**src/design/lpbk_cfg.svh**
```systemverilog
// Loopback engine configuration
`ifndef LPBK_CFG_SVH
`define LPBK_CFG_SVH

// **************************************************
// address layout
// **************************************************
`define LPBK_ADDR_W      20                      // line address width
`define LPBK_OWN_BIT     10                      // 1 fpga owned, 0 cpu owned

// line index starts at the ownership bit
`define LPBK_LINES_LOG2  3                       // index bits
`define LPBK_LINES       8                       // lines walked by the engine

// **************************************************
// request and data widths
// **************************************************
`define LPBK_TAG_W       8                       // request tag
`define LPBK_WORD_W      32                      // one data word
`define LPBK_LINE_W      128                     // four words per line

`define LPBK_SEED_INIT   8'h01                   // lfsr start value, never zero

`endif

```
**src/design/lpbk_bus_pkg.sv**
```systemverilog
// Memory-side request and response types
package lpbk_bus_pkg;

`include "lpbk_cfg.svh"

    typedef logic [`LPBK_ADDR_W-1:0] addr_t;     // line address
    typedef logic [`LPBK_TAG_W-1:0]  tag_t;      // request tag
    typedef logic [`LPBK_WORD_W-1:0] word_t;     // one data word
    typedef logic [`LPBK_LINE_W-1:0] line_t;     // {word3, word2, word1, word0}
    typedef logic [7:0]              seed_t;     // pseudo-random seed byte

    // **************************************************
    // requests towards memory
    // **************************************************
    typedef struct packed {
        logic  en;                               // request offered
        addr_t addr;
        tag_t  tag;                              // line index
        line_t data;                             // write payload
    } wr_req_t;

    typedef struct packed {
        logic  en;                               // request offered
        addr_t addr;
        tag_t  tag;
    } rd_req_t;

    // responses, one cycle pulses
    typedef struct packed {
        logic  valid;
        addr_t addr;
        line_t data;                             // returned line
    } rd_rsp_t;

    typedef struct packed {
        logic  valid;
        addr_t addr;
    } wr_rsp_t;

endpackage

```
**src/design/lpbk_test_pkg.sv**
```systemverilog
// Test control and error record types
package lpbk_test_pkg;

`include "lpbk_cfg.svh"

    typedef logic [`LPBK_LINES_LOG2-1:0] line_idx_t;   // line index
    typedef logic [`LPBK_LINES_LOG2:0]   line_cnt_t;   // configured line count
    typedef logic [5:0]                  err_code_t;

    // per-line request fsm
    typedef enum logic [1:0] {
        rd_pend = 2'h0,                          // read out, waiting on response
        wr_pend = 2'h1,                          // write out, waiting on response
        send_rd = 2'h2,
        send_wr = 2'h3
    } line_state_e;

    localparam err_code_t err_line_cnt = 6'b100000;   // fewer than 2 lines
    localparam err_code_t err_fpga_own = 6'b001000;   // fpga owned line mismatch
    localparam err_code_t err_cpu_own  = 6'b011000;   // cpu owned line mismatch

    typedef struct packed {
        logic                go;                 // level, issue while high
        lpbk_bus_pkg::word_t dst_addr;           // xor key for address words
        line_cnt_t           num_lines;
    } test_cfg_t;

    typedef struct packed {
        logic                valid;              // sticky
        err_code_t           code;
        lpbk_bus_pkg::word_t addr;               // expected address word
        lpbk_bus_pkg::word_t received;
        lpbk_bus_pkg::word_t expected;
    } err_info_t;

endpackage

```
**src/design/line_tracker.sv**
```systemverilog
// Per-line request state machines
`timescale 1ns/100ps

`include "lpbk_cfg.svh"

module line_tracker (
    input  logic                     Clk_16UI,
    input  logic                     arst_n,
    input  lpbk_test_pkg::line_idx_t rd_idx,        // line the read counter examines
    input  lpbk_test_pkg::line_idx_t wr_idx,        // line the write counter examines
    output logic                     rd_ready,
    output logic                     wr_ready,
    input  lpbk_bus_pkg::wr_req_t    wr_req,
    input  logic                     wr_sent,
    input  lpbk_bus_pkg::rd_req_t    rd_req,
    input  logic                     rd_sent,
    input  logic                     rd_rsp_valid,
    input  lpbk_bus_pkg::addr_t      rd_rsp_addr,
    input  logic                     wr_rsp_valid,
    input  lpbk_bus_pkg::addr_t      wr_rsp_addr
);

    lpbk_test_pkg::line_state_e state_q [`LPBK_LINES];
    logic [`LPBK_LINES-1:0]     sent;               // accepted this cycle
    logic [`LPBK_LINES-1:0]     cmp_d;              // response seen this cycle
    logic [`LPBK_LINES-1:0]     cmp_q;              // completion, one cycle later

    // **************************************************
    // sent and complete decoding
    // **************************************************
    always_comb
    begin
        sent  = '0;
        cmp_d = '0;
        if (wr_req.en && wr_sent)
            sent[wr_req.addr[`LPBK_OWN_BIT +: `LPBK_LINES_LOG2]] = 1'b1;
        if (rd_req.en && rd_sent)
            sent[rd_req.addr[`LPBK_OWN_BIT +: `LPBK_LINES_LOG2]] = 1'b1;
        if (rd_rsp_valid)
            cmp_d[rd_rsp_addr[`LPBK_OWN_BIT +: `LPBK_LINES_LOG2]] = 1'b1;
        if (wr_rsp_valid)
            cmp_d[wr_rsp_addr[`LPBK_OWN_BIT +: `LPBK_LINES_LOG2]] = 1'b1;
    end

    // a line accepted right now is still in its send state, so mask it
    assign rd_ready = (state_q[rd_idx] == lpbk_test_pkg::send_rd) && !sent[rd_idx];
    assign wr_ready = (state_q[wr_idx] == lpbk_test_pkg::send_wr) && !sent[wr_idx];

    // **************************************************
    // line state machines
    // **************************************************
    always_ff @(posedge Clk_16UI or negedge arst_n)
    begin
        if (!arst_n)
        begin
            cmp_q <= '0;
            for (int i = 0; i < `LPBK_LINES; i++)
                state_q[i] <= i[0] ? lpbk_test_pkg::send_wr : lpbk_test_pkg::send_rd;
        end
        else
        begin
            cmp_q <= cmp_d;
            for (int i = 0; i < `LPBK_LINES; i++)
            begin
                case (state_q[i])
                    lpbk_test_pkg::send_rd:
                        if (sent[i])
                            state_q[i] <= lpbk_test_pkg::rd_pend;
                    lpbk_test_pkg::send_wr:
                        if (sent[i])
                            state_q[i] <= lpbk_test_pkg::wr_pend;
                    lpbk_test_pkg::rd_pend:                 // odd lines write next
                        if (cmp_q[i])
                            state_q[i] <= i[0] ? lpbk_test_pkg::send_wr
                                               : lpbk_test_pkg::send_rd;
                    default:                                // wr_pend, read back next
                        if (cmp_q[i])
                            state_q[i] <= lpbk_test_pkg::send_rd;
                endcase
            end
        end
    end

endmodule

```
**src/design/req_issuer.sv**
```systemverilog
// Read and write request issue
`timescale 1ns/100ps

`include "lpbk_cfg.svh"

module req_issuer (
    input  logic                     Clk_16UI,
    input  logic                     arst_n,
    input  lpbk_test_pkg::test_cfg_t cfg,
    input  logic                     rd_ready,      // examined read line in send_rd
    input  logic                     wr_ready,      // examined write line in send_wr
    output lpbk_test_pkg::line_idx_t rd_idx,
    output lpbk_test_pkg::line_idx_t wr_idx,
    output lpbk_bus_pkg::wr_req_t    wr_req,
    output lpbk_bus_pkg::rd_req_t    rd_req,
    output logic                     seed_we,
    output lpbk_test_pkg::line_idx_t seed_waddr,
    output lpbk_bus_pkg::seed_t      seed_wdata
);

    lpbk_test_pkg::line_idx_t rd_cnt;
    lpbk_test_pkg::line_idx_t wr_cnt;               // odd lines only
    lpbk_test_pkg::line_cnt_t last_line;
    lpbk_bus_pkg::addr_t      rd_addr;
    lpbk_bus_pkg::addr_t      wr_addr;
    lpbk_bus_pkg::word_t      addr_word;            // word0 and word2 of the write
    lpbk_bus_pkg::seed_t      lfsr;

    assign last_line = cfg.num_lines - lpbk_test_pkg::line_cnt_t'(1);
    assign rd_addr   = lpbk_bus_pkg::addr_t'(rd_cnt) << `LPBK_OWN_BIT;
    assign wr_addr   = lpbk_bus_pkg::addr_t'(wr_cnt) << `LPBK_OWN_BIT;
    assign addr_word = cfg.dst_addr ^ lpbk_bus_pkg::word_t'(wr_addr);

    assign rd_idx = rd_cnt;
    assign wr_idx = wr_cnt;

    // **************************************************
    // counters, lfsr and registered requests
    // **************************************************
    always_ff @(posedge Clk_16UI or negedge arst_n)
    begin
        if (!arst_n)
        begin
            rd_cnt <= '0;
            wr_cnt <= lpbk_test_pkg::line_idx_t'(1);    // first odd line
            lfsr   <= `LPBK_SEED_INIT;
            wr_req <= '0;
            rd_req <= '0;
        end
        else
        begin
            lfsr <= {lfsr[6:0], lfsr[3] ^ lfsr[4] ^ lfsr[5] ^ lfsr[7]};

            wr_req.addr <= wr_addr;
            wr_req.tag  <= lpbk_bus_pkg::tag_t'(wr_cnt);
            wr_req.data <= {{4{~lfsr}}, addr_word, {4{lfsr}}, addr_word};
            rd_req.addr <= rd_addr;
            rd_req.tag  <= lpbk_bus_pkg::tag_t'(rd_cnt);

            if (cfg.go)
            begin
                wr_req.en <= wr_ready;
                rd_req.en <= rd_ready;

                if (lpbk_test_pkg::line_cnt_t'(rd_cnt) < last_line) // every line
                    rd_cnt <= rd_cnt + lpbk_test_pkg::line_idx_t'(1);
                else
                    rd_cnt <= '0;

                if (lpbk_test_pkg::line_cnt_t'(wr_cnt) < last_line) // step over even lines
                    wr_cnt <= wr_cnt + lpbk_test_pkg::line_idx_t'(2);
                else
                    wr_cnt <= lpbk_test_pkg::line_idx_t'(1);
            end
            else
            begin
                wr_req.en <= 1'b0;
                rd_req.en <= 1'b0;
            end
        end
    end

    // seed of the offered write, low byte of word1
    assign seed_we    = wr_req.en;
    assign seed_waddr = wr_req.addr[`LPBK_OWN_BIT +: `LPBK_LINES_LOG2];
    assign seed_wdata = wr_req.data[`LPBK_WORD_W +: $bits(lpbk_bus_pkg::seed_t)];

endmodule

```
**src/design/seed_ram.sv**
```systemverilog
// Per-line seed memory
`timescale 1ns/100ps

`include "lpbk_cfg.svh"

module seed_ram (
    input  logic                     Clk_16UI,
    input  logic                     we,
    input  lpbk_test_pkg::line_idx_t waddr,
    input  lpbk_bus_pkg::seed_t      wdata,
    input  lpbk_test_pkg::line_idx_t raddr,
    output lpbk_bus_pkg::seed_t      rdata          // one cycle after raddr
);

    lpbk_bus_pkg::seed_t mem [`LPBK_LINES];

    // write port
    always_ff @(posedge Clk_16UI)
    begin
        if (we)
            mem[waddr] <= wdata;
    end

    // registered read, old data on a same-cycle write
    always_ff @(posedge Clk_16UI)
    begin
        rdata <= mem[raddr];
    end

endmodule

```
**src/design/rd_checker.sv**
```systemverilog
// Read response check and error record
`timescale 1ns/100ps

`include "lpbk_cfg.svh"

module rd_checker (
    input  logic                     Clk_16UI,
    input  logic                     arst_n,
    input  lpbk_test_pkg::test_cfg_t cfg,
    input  lpbk_bus_pkg::rd_rsp_t    rd_rsp,
    output lpbk_test_pkg::line_idx_t seed_raddr,
    input  lpbk_bus_pkg::seed_t      seed_rdata,    // seed of the registered response
    output lpbk_test_pkg::err_info_t err
);

    logic                     rsp_valid_q;
    lpbk_bus_pkg::addr_t      rsp_addr_q;
    lpbk_bus_pkg::line_t      rsp_data_q;
    lpbk_bus_pkg::word_t      exp_addr_q;           // dst_addr xor line address
    lpbk_bus_pkg::word_t      seed_word;
    lpbk_bus_pkg::word_t      word [4];
    lpbk_bus_pkg::word_t      rcv_word;
    lpbk_bus_pkg::word_t      exp_word;
    logic                     mismatch;
    lpbk_test_pkg::err_code_t chk_code;

    assign seed_raddr = rd_rsp.addr[`LPBK_OWN_BIT +: `LPBK_LINES_LOG2];  // ram lines up with _q
    assign seed_word  = {4{seed_rdata}};

    always_ff @(posedge Clk_16UI or negedge arst_n)
    begin
        if (!arst_n)
            rsp_valid_q <= 1'b0;
        else
            rsp_valid_q <= rd_rsp.valid;
    end

    always_ff @(posedge Clk_16UI)
    begin
        rsp_addr_q <= rd_rsp.addr;
        rsp_data_q <= rd_rsp.data;
        exp_addr_q <= cfg.dst_addr ^ lpbk_bus_pkg::word_t'(rd_rsp.addr);
    end

    // **************************************************
    // word compare, first difference wins
    // **************************************************
    always_comb
    begin
        for (int i = 0; i < 4; i++)
            word[i] = rsp_data_q[i*`LPBK_WORD_W +: `LPBK_WORD_W];
        mismatch = 1'b1;
        rcv_word = '0;
        exp_word = '0;
        chk_code = rsp_addr_q[`LPBK_OWN_BIT] ? lpbk_test_pkg::err_fpga_own
                                              : lpbk_test_pkg::err_cpu_own;
        if (rsp_addr_q[`LPBK_OWN_BIT] && word[1] != seed_word)
        begin
            rcv_word = word[1];                     // seed byte x4
            exp_word = seed_word;
        end
        else if (rsp_addr_q[`LPBK_OWN_BIT] && word[3] != ~seed_word)
        begin
            rcv_word = word[3];                     // inverted seed x4
            exp_word = ~seed_word;
        end
        else if (word[0] != exp_addr_q)
        begin
            rcv_word = word[0];
            exp_word = exp_addr_q;
        end
        else if (word[2] != exp_addr_q)
        begin
            rcv_word = word[2];
            exp_word = exp_addr_q;
        end
        else
            mismatch = 1'b0;
    end

    // sticky error record
    always_ff @(posedge Clk_16UI or negedge arst_n)
    begin
        if (!arst_n)
            err <= '0;
        else if (!err.valid)
        begin
            if (cfg.go && cfg.num_lines <= lpbk_test_pkg::line_cnt_t'(1))
            begin
                err.valid <= 1'b1;                  // too few lines to walk
                err.code  <= lpbk_test_pkg::err_line_cnt;
            end
            else if (rsp_valid_q && mismatch)
            begin
                err.valid    <= 1'b1;
                err.code     <= chk_code;
                err.addr     <= exp_addr_q;
                err.received <= rcv_word;
                err.expected <= exp_word;
            end
        end
    end

endmodule

```
**src/design/lpbk_coherency.sv**
```systemverilog
// Cache coherency loopback engine
`timescale 1ns/100ps

module lpbk_coherency (
    input  logic                     Clk_16UI,
    input  logic                     arst_n,
    input  lpbk_test_pkg::test_cfg_t cfg,
    output lpbk_bus_pkg::wr_req_t    wr_req,
    input  logic                     wr_sent,       // write accepted
    output lpbk_bus_pkg::rd_req_t    rd_req,
    input  logic                     rd_sent,       // read accepted
    input  lpbk_bus_pkg::rd_rsp_t    rd_rsp,
    input  lpbk_bus_pkg::wr_rsp_t    wr_rsp,
    output lpbk_test_pkg::err_info_t err
);

    lpbk_test_pkg::line_idx_t rd_idx;
    lpbk_test_pkg::line_idx_t wr_idx;
    logic                     rd_ready;
    logic                     wr_ready;
    logic                     seed_we;
    lpbk_test_pkg::line_idx_t seed_waddr;
    lpbk_bus_pkg::seed_t      seed_wdata;
    lpbk_test_pkg::line_idx_t seed_raddr;
    lpbk_bus_pkg::seed_t      seed_rdata;

    // **************************************************
    // line states
    // **************************************************
    line_tracker i_line_tracker (
        .Clk_16UI     (Clk_16UI),
        .arst_n       (arst_n),
        .rd_idx       (rd_idx),
        .wr_idx       (wr_idx),
        .rd_ready     (rd_ready),
        .wr_ready     (wr_ready),
        .wr_req       (wr_req),
        .wr_sent      (wr_sent),
        .rd_req       (rd_req),
        .rd_sent      (rd_sent),
        .rd_rsp_valid (rd_rsp.valid),
        .rd_rsp_addr  (rd_rsp.addr),
        .wr_rsp_valid (wr_rsp.valid),
        .wr_rsp_addr  (wr_rsp.addr)
    );

    req_issuer i_req_issuer (
        .Clk_16UI   (Clk_16UI),
        .arst_n     (arst_n),
        .cfg        (cfg),
        .rd_ready   (rd_ready),
        .wr_ready   (wr_ready),
        .rd_idx     (rd_idx),
        .wr_idx     (wr_idx),
        .wr_req     (wr_req),
        .rd_req     (rd_req),
        .seed_we    (seed_we),
        .seed_waddr (seed_waddr),
        .seed_wdata (seed_wdata)
    );

    // seed of the last write per line
    seed_ram i_seed_ram (
        .Clk_16UI (Clk_16UI),
        .we       (seed_we),
        .waddr    (seed_waddr),
        .wdata    (seed_wdata),
        .raddr    (seed_raddr),
        .rdata    (seed_rdata)
    );

    rd_checker i_rd_checker (
        .Clk_16UI   (Clk_16UI),
        .arst_n     (arst_n),
        .cfg        (cfg),
        .rd_rsp     (rd_rsp),
        .seed_raddr (seed_raddr),
        .seed_rdata (seed_rdata),
        .err        (err)
    );

endmodule

```
**config.mk**
```make
export PLATFORM = sky130hd
export DESIGN_NAME = lpbk_coherency
export DESIGN_NICKNAME = d
export VERILOG_FILES = /design/src/design/lpbk_bus_pkg.sv /design/src/design/lpbk_test_pkg.sv /design/src/design/line_tracker.sv /design/src/design/req_issuer.sv /design/src/design/seed_ram.sv /design/src/design/rd_checker.sv /design/src/design/lpbk_coherency.sv
export VERILOG_INCLUDE_DIRS = /design/src /design/src/design
export SDC_FILE = /design/constraint.sdc
export NUM_CORES = 1
export LEC_CHECK = 0
export BUFFER_PORTS_ARGS = -buffer_cell sky130_fd_sc_hd__buf_2
export CORE_ASPECT_RATIO = 0.7
export CORE_MARGIN = 5
export CORE_UTILIZATION = 52
export DETAILED_ROUTE_END_ITERATION = 8
export PLACE_DENSITY = 0.87
export SLEW_MARGIN = 20
export SYNTH_ARGS = -nofsm -noshare
export SYNTH_HDL_FRONTEND = slang
export SYNTH_SLANG_ARGS = --single-unit
```
**constraint.sdc**
```tcl
create_clock -name Clk_16UI -period 3.05 [get_ports Clk_16UI]
set_input_delay 0.61 -clock Clk_16UI [delete_from_list [all_inputs] [get_ports Clk_16UI]]
set_output_delay 0.61 -clock Clk_16UI [all_outputs]
set_load 0.01 [all_outputs]
```
==> metrics.txt <==
# TYPE chip_impl_metric gauge
chip_impl_metric{name="routabilityCongestion",unit=""} 0.951
chip_impl_info{name="cp-start-kind",value="register"} 1
chip_impl_metric{name="synth_edf_count",unit=""} 64
chip_impl_metric{name="wire_length_of_the_first_global_routing_pass",unit="um"} 76600
chip_impl_metric{name="area_growth_syn_to_layout",unit="%"} 20.9
chip_impl_info{name="clk_root_buffer_cell",value="sky130_fd_sc_hd__clkbuf_16"} 1
chip_impl_metric{name="cpPeakStageDelay",unit="ns"} 0.47
chip_impl_metric{name="yosysUniqueCellTypes",unit=""} 62
chip_impl_metric{name="synthDominantCellAreaShare",unit="%"} 25.8
chip_impl_metric{name="initial_core_util",unit="%"} 52.4
chip_impl_metric{name="cts_buffers",unit=""} 40
chip_impl_info{name="status",value="completed"} 1
chip_impl_metric{name="final.fill_count",unit=""} 2382
chip_impl_metric{name="die_height",unit="um"} 161
chip_impl_info{name="path_class",value="reg2reg"} 1
chip_impl_metric{name="synth_cells",unit=""} 1339
chip_impl_metric{name="timing.critical_path.required",unit="ns"} 3.48
chip_impl_metric{name="max-clock-path-buffers",unit=""} 3
chip_impl_metric{name="setup-tns-final",unit="ns"} 0
chip_impl_metric{name="slew-limit-headroom",unit="%"} 41.5
chip_impl_metric{name="drt_wl_total",unit="um"} 53100
chip_impl_metric{name="cts_setup_buffers",unit=""} 0
chip_impl_metric{name="slew_violations",unit=""} 0
chip_impl_metric{name="post_cts_resized",unit=""} 0
chip_impl_metric{name="grt_max_degree",unit=""} 74
chip_impl_metric{name="synthesis.yosys.warnings",unit=""} 0
chip_impl_metric{name="total_leakage_power",unit="nW"} 9.56
chip_impl_info{name="setup_repair_after_global_routing_missed_its_margin",value="false"} 1
chip_impl_info{name="tritoncts_clock_tree",value="built"} 1
chip_impl_info{name="layout.cells.most_common",value="sky130_fd_sc_hd__buf_2"} 1
chip_impl_metric{name="ctsHoldBuffers",unit=""} 0
chip_impl_metric{name="place.port_buffers",unit=""} 435
chip_impl_info{name="worst_hold_path_type",value="in2async"} 1
chip_impl_info{name="critical_path.top_delay_family",value="compound AO/OA/AOI/OAI gates"} 1
chip_impl_metric{name="die_area",unit="mm^2"} 0.0362
chip_impl_metric{name="final_hold_violations",unit=""} 0
chip_impl_metric{name="power_per_cell_area",unit="mW/mm^2"} 670
chip_impl_metric{name="worst_setup_hold_path_clk_slew",unit="ns"} 0.06
chip_impl_info{name="worst_path_max_delay_cell",value="sky130_fd_sc_hd__or3b_2"} 1
chip_impl_metric{name="routedWlPerCell",unit="um"} 24.2
chip_impl_metric{name="clk_latency",unit="ns"} 0.54
chip_impl_metric{name="timing.critical_path.arrival",unit="ns"} 3.44
chip_impl_metric{name="synth.ff_latch_count",unit=""} 421
chip_impl_metric{name="synth_sequential_area_ratio",unit="%"} 59.5
chip_impl_metric{name="total_track_usage",unit="%"} 28.3
chip_impl_metric{name="fp.dieW",unit="um"} 225
chip_impl_metric{name="synthArstFlopShare",unit="%"} 44.7
chip_impl_info{name="r2r_path_start",value="i_seed_ram.rdata[2]"} 1
chip_impl_metric{name="syn_area_per_cell",unit="um^2"} 12.6
chip_impl_info{name="worstPathCellList",value="or3b_2, a211oi_1, o2111ai_1, o21a_1, buf_4, a22oi_2, o21ai_1, mux2_2"} 1
chip_impl_metric{name="max_freq",unit="GHz"} 0.331
chip_impl_info{name="r2r-end",value="i_rd_checker.err[20]"} 1
chip_impl_metric{name="drt.antenna.violating_nets",unit=""} 0
chip_impl_metric{name="worst_path_max_fanout",unit=""} 18
chip_impl_metric{name="post-route-drc-count",unit=""} 0
chip_impl_metric{name="final_setup_fails",unit=""} 0
chip_impl_metric{name="top_level_ports",unit=""} 500
chip_impl_metric{name="htree_num_levels",unit=""} 2
chip_impl_metric{name="core_area",unit="mm^2"} 0.0321
chip_impl_metric{name="hold_slack",unit="ns"} 0.0408
chip_impl_metric{name="number_of_drc_markers_after_the_initial_detailed_route_iteration",unit=""} 1329
chip_impl_metric{name="shortest_period_the_worst_path_allows",unit="ns"} 3.02
chip_impl_metric{name="tightest_slew",unit="ns"} 0.875
chip_impl_metric{name="dp_worst_setup_slack",unit="ns"} 0.128
chip_impl_info{name="netlist_top_cells_area",value="sky130_fd_sc_hd__dfrtp_1 26%, sky130_fd_sc_hd__dfxtp_1 20%, sky130_fd_sc_hd__edfxtp_1 11%"} 1
chip_impl_metric{name="viasPerCell",unit=""} 5.49
chip_impl_metric{name="num-nets-final",unit=""} 1954
chip_impl_metric{name="first_global_vias",unit=""} 12200
chip_impl_metric{name="dr_total_vias",unit=""} 12000
chip_impl_info{name="postSynth.topFlopCell",value="sky130_fd_sc_hd__dfrtp_1"} 1
chip_impl_metric{name="clock-skew-final",unit="ns"} 0.0199
chip_impl_metric{name="minimum_setup_slack_among_reg_to_reg_paths",unit="ns"} 0.03
chip_impl_metric{name="layout_worst_path_cycle_share",unit="%"} 99.0
chip_impl_metric{name="largest_voltage_drop_on_the_vdd_net",unit="V"} 0.000446
chip_impl_metric{name="critical_path_buffer_and_inverter_count",unit=""} 1
chip_impl_info{name="setup.worst_path.end_class",value="register"} 1
chip_impl_metric{name="drive_above_1_share",unit="%"} 38.3
chip_impl_metric{name="synthesis.area",unit="mm^2"} 0.0168
chip_impl_metric{name="grt_overflow_total",unit=""} 0
chip_impl_metric{name="r2r.worst_path.cells",unit=""} 8
chip_impl_metric{name="post-dp-hpwl",unit="um"} 41000
chip_impl_metric{name="antenna_found_initial",unit=""} 16
chip_impl_info{name="post_synthesis_cell_type_with_the_largest_combined_area",value="sky130_fd_sc_hd__dfrtp_1"} 1
chip_impl_metric{name="first_pass_iteration_count_of_the_detailed_router",unit=""} 5
chip_impl_metric{name="placement_rows",unit=""} 55
chip_impl_metric{name="cts_num_sinks",unit=""} 421
chip_impl_info{name="final_cell_mix",value="434 x sky130_fd_sc_hd__buf_2, 174 x sky130_fd_sc_hd__dfrtp_1, 169 x sky130_fd_sc_hd__dfxtp_1, 92 x sky130_fd_sc_hd__nand2_1, 89 x sky130_fd_sc_hd__xor2_1"} 1
chip_impl_metric{name="max_cap_viol_count",unit=""} 0
chip_impl_metric{name="post-route-worst-setup-slack",unit="ns"} 0.0316
## area by class of cell
class / count / area, um^2 / area share, %
diodes: 13 / 32.5 / 0.160
clock buffers: 55 / 1190 / 5.85
clock inverters: 19 / 214 / 1.05
inverters: 29 / 109 / 0.534
multi-input cells: 741 / 5600 / 27.5
flip-flops and latches: 421 / 10000 / 49.2
well taps: 427 / 534 / 2.62
repair buffers: 487 / 2660 / 13.1
## synthesized netlist by cell type (12+ instances only)
cell / count
sky130_fd_sc_hd__a221oi_1: 38
sky130_fd_sc_hd__buf_4: 152
sky130_fd_sc_hd__clkbuf_1: 31
sky130_fd_sc_hd__dfrtp_1: 174
sky130_fd_sc_hd__dfstp_2: 14
sky130_fd_sc_hd__dfxtp_1: 169
sky130_fd_sc_hd__edfxtp_1: 64
sky130_fd_sc_hd__ha_1: 23
sky130_fd_sc_hd__inv_1: 29
sky130_fd_sc_hd__mux2_1: 32
sky130_fd_sc_hd__mux2_2: 63
sky130_fd_sc_hd__mux4_2: 18
sky130_fd_sc_hd__nand2_1: 92
sky130_fd_sc_hd__nand2b_1: 20
sky130_fd_sc_hd__nand4_1: 12
sky130_fd_sc_hd__nor2_1: 50
sky130_fd_sc_hd__nor3_1: 18
sky130_fd_sc_hd__nor4_1: 17
sky130_fd_sc_hd__o21ai_0: 13
sky130_fd_sc_hd__o21ai_1: 32
sky130_fd_sc_hd__o31ai_1: 31
sky130_fd_sc_hd__xor2_1: 89
## sequential cells by signal, indices dropped and copies added, names as in the netlist
register                  cells
i_line_tracker.cmp_q          8
i_line_tracker.state_q       16
i_rd_checker.err            100
i_rd_checker.exp_addr_q      32
i_rd_checker.rsp_addr_q       1
i_rd_checker.rsp_data_q     128
i_rd_checker.rsp_valid_q      1
i_req_issuer.lfsr             1
i_req_issuer.rd_idx           3
i_req_issuer.rd_req           4
i_req_issuer.seed_waddr       3
i_req_issuer.seed_we          1
i_req_issuer.wr_idx           3
i_req_issuer.wr_req          48
i_seed_ram.mem               64
i_seed_ram.rdata              8
## worst register-to-register path: stages, from the launching register on
cell                        delay (ns)
sky130_fd_sc_hd__dfxtp_1          0.37
sky130_fd_sc_hd__or3b_2           0.47
sky130_fd_sc_hd__a211oi_1         0.31
sky130_fd_sc_hd__o2111ai_1        0.29
sky130_fd_sc_hd__o21a_1           0.37
sky130_fd_sc_hd__buf_4            0.26
sky130_fd_sc_hd__a22oi_2          0.40
sky130_fd_sc_hd__o21ai_1          0.16
sky130_fd_sc_hd__mux2_2           0.29
## where the power goes
group	total [mW]	switching (mW)	internal, mW
Clock	5.23	2.13	3.10
Sequential	6.58	0.481	6.10
Combinational	1.83	1.02	0.806
Total	13.6	3.64	10.0
## metal layers
| layer | global-route usage [%] | wire length [um] | vias to the layer above |
|---|---|---|---|
| met5 | 0 | 72 | - |
| met4 | 8.58 | 1440 | 10 |
| met3 | 9.83 | 6330 | 106 |
| met2 | 41.1 | 23300 | 661 |
| met1 | 40.5 | 22000 | 5921 |
| li1 | - | - | 5335 |
## worst max path at each step
| stage | cells past startpoint | start | endpoint |
|---|---|---|---|
| finish | 8 | i_seed_ram.rdata[2] | i_rd_checker.err[20] |
| CTS | 8 | i_seed_ram.rdata[2] | i_rd_checker.err[60] |
| detailed placement | 8 | i_seed_ram.rdata[7] | i_rd_checker.err[60] |
| global route | 8 | i_rd_checker.rsp_data_q[118] | i_rd_checker.err[20] |
| floorplan | 4 | rd_rsp[138] | i_seed_ram.rdata[3] |
| global placement | 8 | i_seed_ram.rdata[7] | i_rd_checker.err[24] |
## stage by stage
step	instances	utilization, %	power [mW]	instance area [um^2]
after floorplan	1385	-	7.75	17000
after global placement	2105	58.9	8.37	18900
after detailed placement	2105	58.9	8.49	18900
after CTS	2179	63.3	13.7	20300
after global routing	2189	63.4	14.2	20400
final	2192	63.4	13.6	20400
## logic make-up (layout without fill, tap and decap cells)
kind of cell,after synthesis,count (layout),synth area share [%]
flops,421,421,59.5
simple gates,275,275,8.37
buf+inv,223,590,8.44
compound gates,177,177,7.60
mux,123,123,9.35
xor+xnor,96,96,4.99
fa+ha+maj,23,23,1.71
other cells,1,60,0.0223
(Power assumes the default switching activity.)
